## config.mk

```make
export PLATFORM = sky130hd
export DESIGN_NAME = accel_top
export DESIGN_NICKNAME = d
export VERILOG_FILES = /design/src/verilog/accel_types_pkg.sv /design/src/verilog/accel_stream_pkg.sv /design/src/verilog/stream_skid.sv /design/src/verilog/conv_mac_array.sv /design/src/verilog/lrelu_unit.sv /design/src/verilog/maxpool_unit.sv /design/src/verilog/accel_top.sv
export SDC_FILE = /design/constraint.sdc
export NUM_CORES = 2
export LEC_CHECK = 0
export BUFFER_PORTS_ARGS = -buffer_cell sky130_fd_sc_hd__buf_2
export CAP_MARGIN = 20
export CORE_MARGIN = 2
export CORE_UTILIZATION = 64
export DETAILED_ROUTE_END_ITERATION = 8
export PLACE_DENSITY = 0.85
export RECOVER_POWER = 25
export SKIP_LAST_GASP = 1
export SLEW_MARGIN = 10
export SYNTH_ARGS = -nofsm -noshare
export SYNTH_HDL_FRONTEND = slang
export SYNTH_HIERARCHICAL = 1
export SYNTH_SLANG_ARGS = --single-unit
```

## constraint.sdc

```tcl
create_clock -name aclk -period 13.6 [get_ports aclk]
set_input_delay 1.36 -clock aclk [delete_from_list [all_inputs] [get_ports aclk]]
set_output_delay 1.36 -clock aclk [all_outputs]
set_load 0.03 [all_outputs]
```

## src/verilog/accel_types_pkg.sv

```systemverilog
`default_nettype none

package accel_types_pkg;

  // Pixel lanes carried by every beat
  localparam int UNITS = 4;

  // Pixels, weights and output words share one width
  localparam int WORD_WIDTH = 8;

  // Wide enough for CIN_MAX products of two words
  localparam int ACC_WIDTH = 20;

  // Limits of a signed output word
  localparam int WORD_MAX = 2 ** (WORD_WIDTH - 1) - 1;
  localparam int WORD_MIN = -(2 ** (WORD_WIDTH - 1));

  typedef logic signed [WORD_WIDTH-1:0] word_t;

  typedef logic signed [ACC_WIDTH-1:0] acc_t;

  // One bit per lane, set when the lane holds a valid word
  typedef logic [UNITS-1:0] keep_t;

endpackage

`default_nettype wire

```

## src/verilog/accel_stream_pkg.sv

```systemverilog
`default_nettype none

package accel_stream_pkg;

  // Bit 0 enables leaky ReLU and bit 1 enables max-pool
  typedef enum logic [1:0] {
    MODE_CONV      = 2'b00,
    MODE_LRELU     = 2'b01,
    MODE_MAX       = 2'b10,
    MODE_LRELU_MAX = 2'b11
  } mode_e;

  // Input beat, one channel of UNITS pixels with its weight
  typedef struct packed {
    accel_types_pkg::word_t [accel_types_pkg::UNITS-1:0] pixels;
    accel_types_pkg::word_t                              weight;
    mode_e                                               mode;
    logic                                                cin_last;
    logic                                                last;
  } in_beat_t;

  typedef struct packed {
    accel_types_pkg::acc_t [accel_types_pkg::UNITS-1:0] sums;
    mode_e                                              mode;
    logic                                               last;
  } acc_beat_t;

  typedef struct packed {
    accel_types_pkg::word_t [accel_types_pkg::UNITS-1:0] words;
    mode_e                                               mode;
    logic                                                last;
  } word_beat_t;

  typedef struct packed {
    accel_types_pkg::word_t [accel_types_pkg::UNITS-1:0] words;
    accel_types_pkg::keep_t                              keep;
    logic                                                last;
  } out_beat_t;

endpackage

`default_nettype wire

```

## src/verilog/stream_skid.sv

```systemverilog
`timescale 1ns/1ns
`default_nettype none

module stream_skid #(
  parameter int BEAT_WIDTH = 32
) (
  input  wire                   aclk,
  input  wire                   i_rst,
  input  wire                   i_valid,
  input  wire  [BEAT_WIDTH-1:0] i_data,
  output logic                  o_ready,
  output logic                  o_valid,
  output logic [BEAT_WIDTH-1:0] o_data,
  input  wire                   i_ready
);

  logic                  main_valid;
  logic [BEAT_WIDTH-1:0] main_data;
  logic                  skid_valid;
  logic [BEAT_WIDTH-1:0] skid_data;
  logic                  in_fire;
  logic                  main_free;

  // Ready comes straight from a flop so it never depends on i_ready
  assign o_ready   = ~skid_valid;
  assign o_valid   = main_valid;
  assign o_data    = main_data;
  assign in_fire   = i_valid && o_ready;
  assign main_free = ~main_valid || i_ready;

  always_ff @(posedge aclk) begin
    if (i_rst) begin
      main_valid <= 1'b0;
      skid_valid <= 1'b0;
    end else if (main_free) begin
      // The overflow entry drains first to keep beat order
      main_valid <= skid_valid || in_fire;
      skid_valid <= 1'b0;
    end else if (in_fire) begin
      skid_valid <= 1'b1;
    end
  end

  always_ff @(posedge aclk) begin
    if (main_free) begin
      main_data <= skid_valid ? skid_data : i_data;
    end
    if (in_fire && !main_free) begin
      skid_data <= i_data;
    end
  end

  // A stalled beat must be held until the sink takes it
  a_hold_stable : assert property (@(posedge aclk) disable iff (i_rst)
    o_valid && !i_ready |=> o_valid && $stable(o_data));

endmodule

`default_nettype wire

```

## src/verilog/conv_mac_array.sv

```systemverilog
`timescale 1ns/1ns
`default_nettype none

module conv_mac_array #(
  parameter int CIN_MAX = 16
) (
  input  wire                         aclk,
  input  wire                         i_rst,
  input  wire                         i_valid,
  input  wire accel_stream_pkg::in_beat_t i_beat,
  output logic                        o_ready,
  output logic                        o_valid,
  output accel_stream_pkg::acc_beat_t o_beat,
  input  wire                         i_ready
);

  localparam int UNITS = accel_types_pkg::UNITS;
  localparam int CNT_W = $clog2(CIN_MAX + 1);

  typedef enum logic {
    ST_ACC,
    ST_EMIT
  } state_e;

  state_e                state;
  accel_types_pkg::acc_t acc      [UNITS];
  accel_types_pkg::acc_t acc_next [UNITS];
  logic [CNT_W-1:0]      cin_cnt;
  logic                  in_fire;

  assign o_ready = (state == ST_ACC);
  assign o_valid = (state == ST_EMIT);
  assign in_fire = i_valid && o_ready;

  // Each lane adds pixel times weight, both sign extended before the multiply
  always_comb begin
    for (int u = 0; u < UNITS; u++) begin
      acc_next[u] = acc[u] +
                    accel_types_pkg::acc_t'($signed(i_beat.pixels[u])) *
                    accel_types_pkg::acc_t'($signed(i_beat.weight));
    end
  end

  always_ff @(posedge aclk) begin
    if (i_rst) begin
      for (int u = 0; u < UNITS; u++) begin
        acc[u] <= '0;
      end
    end else if (in_fire) begin
      for (int u = 0; u < UNITS; u++) begin
        acc[u] <= i_beat.cin_last ? '0 : acc_next[u];
      end
    end
  end

  always_ff @(posedge aclk) begin
    if (i_rst) begin
      state   <= ST_ACC;
      cin_cnt <= '0;
    end else begin
      case (state)
        ST_ACC: begin
          if (in_fire) begin
            if (i_beat.cin_last) begin
              state   <= ST_EMIT;
              cin_cnt <= '0;
            end else begin
              cin_cnt <= cin_cnt + 1'b1;
            end
          end
        end
        ST_EMIT: begin
          if (i_ready) begin
            state <= ST_ACC;
          end
        end
        default: state <= ST_ACC;
      endcase
    end
  end

  // The finished sums include the cin_last beat itself
  always_ff @(posedge aclk) begin
    if (in_fire && i_beat.cin_last) begin
      for (int u = 0; u < UNITS; u++) begin
        o_beat.sums[u] <= acc_next[u];
      end
      o_beat.mode <= i_beat.mode;
      o_beat.last <= i_beat.last;
    end
  end

  // The accumulator width is only sized for CIN_MAX channels
  a_cin_limit : assert property (@(posedge aclk) disable iff (i_rst)
    in_fire |-> int'(cin_cnt) < CIN_MAX);

endmodule

`default_nettype wire

```

## src/verilog/lrelu_unit.sv

```systemverilog
`timescale 1ns/1ns
`default_nettype none

module lrelu_unit #(
  parameter int LRELU_SHIFT = 3
) (
  input  wire                          i_valid,
  input  wire accel_stream_pkg::acc_beat_t i_beat,
  output logic                         o_ready,
  output logic                         o_valid,
  output accel_stream_pkg::word_beat_t o_beat,
  input  wire                          i_ready
);

  localparam int UNITS = accel_types_pkg::UNITS;

  accel_types_pkg::acc_t scaled [UNITS];
  logic                  lrelu_en;

  assign o_valid  = i_valid;
  assign o_ready  = i_ready;
  assign lrelu_en = (i_beat.mode == accel_stream_pkg::MODE_LRELU) ||
                    (i_beat.mode == accel_stream_pkg::MODE_LRELU_MAX);

  always_comb begin
    for (int u = 0; u < UNITS; u++) begin
      scaled[u] = i_beat.sums[u];
      // Alpha is 2^-LRELU_SHIFT, applied to negative sums only
      if (lrelu_en && i_beat.sums[u] < 0) begin
        scaled[u] = i_beat.sums[u] >>> LRELU_SHIFT;
      end
      if (scaled[u] > accel_types_pkg::WORD_MAX) begin
        o_beat.words[u] = accel_types_pkg::word_t'(accel_types_pkg::WORD_MAX);
      end else if (scaled[u] < accel_types_pkg::WORD_MIN) begin
        o_beat.words[u] = accel_types_pkg::word_t'(accel_types_pkg::WORD_MIN);
      end else begin
        o_beat.words[u] = accel_types_pkg::word_t'(scaled[u]);
      end
    end
    o_beat.mode = i_beat.mode;
    o_beat.last = i_beat.last;
  end

endmodule

`default_nettype wire

```

## src/verilog/maxpool_unit.sv

```systemverilog
`timescale 1ns/1ns
`default_nettype none

module maxpool_unit (
  input  wire                          aclk,
  input  wire                          i_rst,
  input  wire                          i_valid,
  input  wire accel_stream_pkg::word_beat_t i_beat,
  output logic                         o_ready,
  output logic                         o_valid,
  output accel_stream_pkg::out_beat_t  o_beat,
  input  wire                          i_ready
);

  localparam int UNITS = accel_types_pkg::UNITS;
  localparam int HALF  = UNITS / 2;

  typedef enum logic {
    ST_FIRST,
    ST_SECOND
  } state_e;

  state_e                                     state;
  accel_types_pkg::word_t [UNITS-1:0]         hold_q;
  logic                                       max_en;
  logic                                       in_fire;

  function automatic accel_types_pkg::word_t max2(input accel_types_pkg::word_t a,
                                                  input accel_types_pkg::word_t b);
    return (a > b) ? a : b;
  endfunction

  assign max_en  = (i_beat.mode == accel_stream_pkg::MODE_MAX) ||
                   (i_beat.mode == accel_stream_pkg::MODE_LRELU_MAX);
  assign in_fire = i_valid && o_ready;

  always_comb begin
    o_beat.words = '0;
    o_beat.keep  = '1;
    o_beat.last  = i_beat.last;
    if (!max_en) begin
      o_valid      = i_valid;
      o_ready      = i_ready;
      o_beat.words = i_beat.words;
    end else if (state == ST_FIRST) begin
      // The first beat of a pair only goes into the holding register
      o_valid = 1'b0;
      o_ready = 1'b1;
    end else begin
      o_valid     = i_valid;
      o_ready     = i_ready;
      o_beat.keep = accel_types_pkg::keep_t'((1 << HALF) - 1);
      for (int k = 0; k < HALF; k++) begin
        o_beat.words[k] = max2(max2(hold_q[2*k], hold_q[2*k+1]),
                               max2(i_beat.words[2*k], i_beat.words[2*k+1]));
      end
    end
  end

  always_ff @(posedge aclk) begin
    if (i_rst) begin
      state <= ST_FIRST;
    end else if (in_fire && max_en) begin
      state <= (state == ST_FIRST) ? ST_SECOND : ST_FIRST;
    end
  end

  always_ff @(posedge aclk) begin
    if (in_fire && max_en && state == ST_FIRST) begin
      hold_q <= i_beat.words;
    end
  end

  // An odd result count in a max packet would split a pair across packets
  a_pair_last : assert property (@(posedge aclk) disable iff (i_rst)
    in_fire && max_en && state == ST_FIRST |-> !i_beat.last);

endmodule

`default_nettype wire

```

## src/verilog/accel_top.sv

```systemverilog
`timescale 1ns/1ns
`default_nettype none

module accel_top #(
  parameter int LRELU_SHIFT = 3,
  parameter int CIN_MAX     = 16
) (
  input  wire                         aclk,
  input  wire                         i_rst,
  input  wire                         i_valid,
  input  wire accel_stream_pkg::in_beat_t i_beat,
  output logic                        o_ready,
  output logic                        o_valid,
  output accel_stream_pkg::out_beat_t o_beat,
  input  wire                         i_ready
);

  localparam int ACC_BEAT_W  = $bits(accel_stream_pkg::acc_beat_t);
  localparam int WORD_BEAT_W = $bits(accel_stream_pkg::word_beat_t);
  localparam int OUT_BEAT_W  = $bits(accel_stream_pkg::out_beat_t);

  logic                         conv_valid;
  logic                         conv_ready;
  accel_stream_pkg::acc_beat_t  conv_beat;

  logic                         lrelu_in_valid;
  logic                         lrelu_in_ready;
  accel_stream_pkg::acc_beat_t  lrelu_in_beat;
  logic                         lrelu_valid;
  logic                         lrelu_ready;
  accel_stream_pkg::word_beat_t lrelu_beat;

  logic                         pool_in_valid;
  logic                         pool_in_ready;
  accel_stream_pkg::word_beat_t pool_in_beat;
  logic                         pool_valid;
  logic                         pool_ready;
  accel_stream_pkg::out_beat_t  pool_beat;

  conv_mac_array #(
    .CIN_MAX (CIN_MAX)
  ) u_conv (
    .aclk    (aclk),
    .i_rst   (i_rst),
    .i_valid (i_valid),
    .i_beat  (i_beat),
    .o_ready (o_ready),
    .o_valid (conv_valid),
    .o_beat  (conv_beat),
    .i_ready (conv_ready)
  );

  stream_skid #(
    .BEAT_WIDTH (ACC_BEAT_W)
  ) u_skid_conv (
    .aclk    (aclk),
    .i_rst   (i_rst),
    .i_valid (conv_valid),
    .i_data  (conv_beat),
    .o_ready (conv_ready),
    .o_valid (lrelu_in_valid),
    .o_data  (lrelu_in_beat),
    .i_ready (lrelu_in_ready)
  );

  lrelu_unit #(
    .LRELU_SHIFT (LRELU_SHIFT)
  ) u_lrelu (
    .i_valid (lrelu_in_valid),
    .i_beat  (lrelu_in_beat),
    .o_ready (lrelu_in_ready),
    .o_valid (lrelu_valid),
    .o_beat  (lrelu_beat),
    .i_ready (lrelu_ready)
  );

  stream_skid #(
    .BEAT_WIDTH (WORD_BEAT_W)
  ) u_skid_lrelu (
    .aclk    (aclk),
    .i_rst   (i_rst),
    .i_valid (lrelu_valid),
    .i_data  (lrelu_beat),
    .o_ready (lrelu_ready),
    .o_valid (pool_in_valid),
    .o_data  (pool_in_beat),
    .i_ready (pool_in_ready)
  );

  maxpool_unit u_pool (
    .aclk    (aclk),
    .i_rst   (i_rst),
    .i_valid (pool_in_valid),
    .i_beat  (pool_in_beat),
    .o_ready (pool_in_ready),
    .o_valid (pool_valid),
    .o_beat  (pool_beat),
    .i_ready (pool_ready)
  );

  // Output register, so the top output never depends combinationally on i_ready
  stream_skid #(
    .BEAT_WIDTH (OUT_BEAT_W)
  ) u_skid_out (
    .aclk    (aclk),
    .i_rst   (i_rst),
    .i_valid (pool_valid),
    .i_data  (pool_beat),
    .o_ready (pool_ready),
    .o_valid (o_valid),
    .o_data  (o_beat),
    .i_ready (i_ready)
  );

endmodule

`default_nettype wire

```

### Word-level counts from Yosys, hierarchy flattened

Memory sizes are Yosys's and may differ from the RTL's.
Index checks and enable logic that the tools add are counted.

* divide/modulo/power cells: 0
* mux-type cells: 47
* $lt $le $gt $ge: 18
* shifts and indexed selects: 0
* add/subtract/negate cells: 4
* multiply operators: 4
* bitwise gates (word level): 12
* equality and inequality tests: 4
* reduce and logical (&&, ||, !) cells: 29

Operators by type and width (count)
* 20-bit two-way mux: 9
* 8-bit two-way mux: 14
* 83-bit two-way mux: 1
* 20-bit adder: 4
* 20-bit by 8-bit greater-than comparator with 1-bit output (second input constant): 4
* 20-bit by 1-bit less-than comparator with 1-bit output (second input constant): 4
* 20-bit by 8-bit less-than comparator with 1-bit output (second input constant): 4
* 19-bit two-way mux: 4
* 8-bit by 8-bit multiplier with 16-bit output: 4
* 8-bit greater-than comparator: 6
* 37-bit two-way mux: 1
* 35-bit two-way mux: 1
* 16-bit two-way mux: 2
* 1-bit logical AND: 15
* 1-bit two-way mux: 13
* 1-bit logical OR: 8
* 1-bit inverter: 8
* 2-bit == test (second input constant): 3
* 2-bit OR reduction: 3
* 4-bit two-way mux: 1
* 1-bit bitwise OR: 4
* 1-bit zero test: 3
* 2-bit by 1-bit == test with 1-bit output (second input constant): 1
* 1-bit case mux with 2 select lines: 1

* memories kept: 1
* latch bits: 0
* logic and storage cells: 143
* output and inout port bits: 39
* RAM bits: 80
* memory bits (read-only): 0
* register bits: 433

Memory list
* u_conv.acc: words 4, width 20, rd ports 4, clocked after memory_dff 0, wr ports 4, line conv_mac_array.sv:26 `accel_types_pkg::acc_t acc [UNITS];`

### Longest topological paths before layout

* word-level depth: 8
* depth in mapped cells: 21
* gate-level depth less buffers: 20

### Cells and area by module

Netlist, hierarchy kept.

Modules (own cells, without submodules)
* conv_mac_array: instances 1, cells an instance 1748, area each 19633.8 µm²
* stream_skid at u_skid_conv: instances 1, cells an instance 267, area each 6217.2 µm²
* maxpool_unit: instances 1, cells an instance 353, area each 3245.6 µm²
* stream_skid at u_skid_out: instances 1, cells an instance 123, area each 2755.1 µm²
* stream_skid at u_skid_lrelu: instances 1, cells an instance 117, area each 2670.1 µm²
* lrelu_unit: instances 1, cells an instance 167, area each 1107.3 µm²

### Worst setup path after synthesis

OpenSTA, ideal clock, no wires.

* kind: register to register
* from: register u_skid_lrelu.skid_valid
* to: register u_skid_conv.skid_data[0] (enable)
* data required time: 12.957 ns
* stages on the path, launching flop included: 7
* path slack: 3.936 ns
* arrival time: 9.020 ns
* cells stage by stage: dfxtp_1 -> buf_6 -> buf_6 -> inv_1 -> buf_4 -> nand2b_1 -> nor3b_1

* longest elaborated chain between the ends: 4

RTL lines
* start, declared: line stream_skid.sv:19 `logic skid_valid;`
* start signal, assigned: line stream_skid.sv:34 `skid_valid <= 1'b0;`
* start signal, assigned: line stream_skid.sv:38 `skid_valid <= 1'b0;`
* start signal, assigned: line stream_skid.sv:40 `skid_valid <= 1'b1;`
* 1-bit inverter: line stream_skid.sv:25 `assign o_ready = ~skid_valid;`
* net lrelu_ready: line accel_top.sv:30 `logic lrelu_ready;`
* 1-bit logical OR: line stream_skid.sv:29 `assign main_free = ~main_valid || i_ready;`
* net u_skid_conv.main_free: line stream_skid.sv:22 `logic main_free;`
* 1-bit zero test: line stream_skid.sv:48 `if (in_fire && !main_free) begin`
* 1-bit logical AND: line stream_skid.sv:48
* end signal, assigned: line stream_skid.sv:49 `skid_data <= i_data;`
* end, declared: line stream_skid.sv:20 `logic [BEAT_WIDTH-1:0] skid_data;`

The timed path passes the listed nets, and every way through them passes these cells.
A chain may end at the register's enable or synchronous reset.

==> results.md <==
- Router iterations before antenna repair: 5
- Core area: 54990 um2
- Row count: 86
- Initial Utilization: 0.6465
- Fraction of layout cells with a size suffix above 1: 0.1268
- CTS Sinks: 511
- Status: complete, but fails checks
- Initial antenna violation count: 5
- Final ANT Viol Nets: 0
- CTS resizes: 0
- CTS Root Cell: clkbuf_16
- Setup bufs post-CTS: 0
- Final slew viol count: 157
- Worst Setup End Kind: flop
- Via density: 5.817
- Die area: 57450 um2
- Remaining global-route overflow: 0
- Num CTS Buffers: 49
- Met1 Usage GRT: 0.3470
- Max-cap violations: 4
- Post-Syn Area: 35550 um2
- Reg clk slew, reported paths: 70 ps
- Fillers: 3518
- Met3 global-route usage: 0.03146
- Initial DRC Count: 1532
- Yosys warning total: 6
- Remaining DRCs: 0
- GRT Max-Usage Layer: met2
- Clk Latency, worst-skew pair: 600 ps
- Die width: 239.7 um
- Die H: 239.7 um
- Clock buffer depth: 3
- CP startpoint kind: input pin
- Final min period: 6868 ps
- Max-Slew Margin vs Limit: -0.4077
- Violated checks: capacitance limit, slew limit
- Number of port buffers: 86
- Worst Path Max Fanout: 32
- Total track usage: 0.2567
- R2R Setup Slk: 8170 ps
- Post-DP HPWL: 51280 um
- WS Path Type: input pin to flop
- Cells after Synth: 2771
- I/O pin count: 87
- Vias in the first global route: 22830
- Final period util: 0.5050
- Worst path required time: 13910 ps
- Avg Inst Size Synth: 12.83 um2
- H-tree Lvls: 2
- Fmax: 0.1456 GHz
- First-pass GRT wire length: 117000 um
- Hold Buf Count CTS: 0
- Global placement routability congestion: 0.9019
- CP Data Arrival Time: 7180 ps
- Slew @ Worst Pin: 2112 ps
- CTS tree: built
- Area Overhead vs Synth: 7.697%
- Post-DR wirelength/cell: 19.58 um
- Final wirelength: 71200 um
- Setup Skew: 33.14 ps
- Layout Nets: 3477
- Final setup violation count: 0
- Pin count of the biggest net entering global routing: 87
- RSZ-0062 raised after global routing: false
- Vias: 21150
- Final hold violation count: 0
- Total negative slack: 0 ps
- Met2 usage: 0.4408
- HP Class: flop to flop
## worst paths after layout
kind                            from                  endpoint  depth (start not counted)
max reg2reg  u_skid_lrelu/o_data[26]     u_skid_out/o_data[14]                         18
min                 u_conv/o_beat[0]  u_skid_conv/skid_data[0]                          0
max                        i_beat[4]         u_conv/acc[3][18]                         17
min reg2reg         u_conv/o_beat[0]  u_skid_conv/skid_data[0]                          0
## cell type report
type                       instances  area [um2]  area share
inverter                         402        1509     0.03941
sequential                       511       15260      0.3987
multi-input combinational       1780       18310      0.4783
antenna                            2       5.005   0.0001307
clock inverter                    23       312.8    0.008170
timing repair buffer             103       600.6     0.01569
clock buffer                      67        1345     0.03513
tap                              748       935.9     0.02444
## cells in the final DEF, fill, tap and decap left out, drive strengths merged, types with 3 or more instances in the layout
| cell type | count |
|---|---|
| and3 | 5 |
| nand3 | 25 |
| o21a | 11 |
| o41ai | 4 |
| nand4 | 35 |
| nor3b | 8 |
| mux2i | 37 |
| buf | 95 |
| and4 | 5 |
| o21bai | 9 |
| edfxtp | 503 |
| o211ai | 16 |
| xor2 | 18 |
| o31a | 7 |
| nor4 | 8 |
| mux2 | 170 |
| and2 | 213 |
| clkinvlp | 6 |
| nand3b | 3 |
| o21ai | 85 |
| clkbuf | 75 |
| nand2b | 17 |
| or3 | 16 |
| ha | 230 |
| xnor2 | 62 |
| a21o | 17 |
| nor3 | 17 |
| a211oi | 23 |
| fa | 352 |
| dfxtp | 8 |
| inv | 402 |
| a21oi | 67 |
| o2111a | 3 |
| a31oi | 6 |
| nor2 | 129 |
| nand2 | 132 |
| a211o | 5 |
| nor2b | 17 |
| clkinv | 11 |
| bufinv | 6 |
## layer usage
metal / wire [um] / vias up
met3: 3624 / 126
met1: 30090 / 10790
met5: 13 / -
met2: 35980 / 673
met4: 1496 / 2
li1: - / 9558
## sequential cells by signal, summed over array words and instances (netlist names), 32 cells and up
signal / cells
u_skid_conv/skid_data: 83
u_conv/o_beat: 83
u_skid_out/skid_data: 37
u_pool/hold_q: 32
u_conv/acc: 80
u_skid_lrelu/skid_data: 34
u_skid_out/o_data: 37
u_skid_lrelu/o_data: 34
u_skid_conv/o_data: 83
## worst max-delay path, stage by stage
cell and delay [ps]:
buf_2 540, and2_1 780, inv_1 140, fa_1 510, inv_1 50, fa_1 510, fa_1 440, fa_1 570
fa_1 420, ha_1 350, o21ai_0 310, o21ai_1 100, a31oi_1 350, a21oi_1 150, o21ai_1 170, mux2i_1 260
a41oi_1 150
## per-stage QoR
stage | hold slack (ps) | instances | cell area, um2 | setup slack, ps | utilization
2_1_floorplan | 422.2 | 2772 | 35550 | 3943 | -
3_3_place_gp | 430.5 | 3541 | 36590 | 6351 | 0.6654
3_5_place_dp | 435.5 | 3541 | 36590 | 6163 | 0.6654
4_1_cts | 440.2 | 3631 | 38250 | 6765 | 0.6956
5_1_grt | 441.6 | 3634 | 38280 | 6314 | 0.6962
6_report | 435.8 | 3636 | 38290 | 6732 | 0.6963
Power is left out: the tool's default activity adds up to more than one toggle a clock period on the data nets, which glitch-free logic cannot reach.
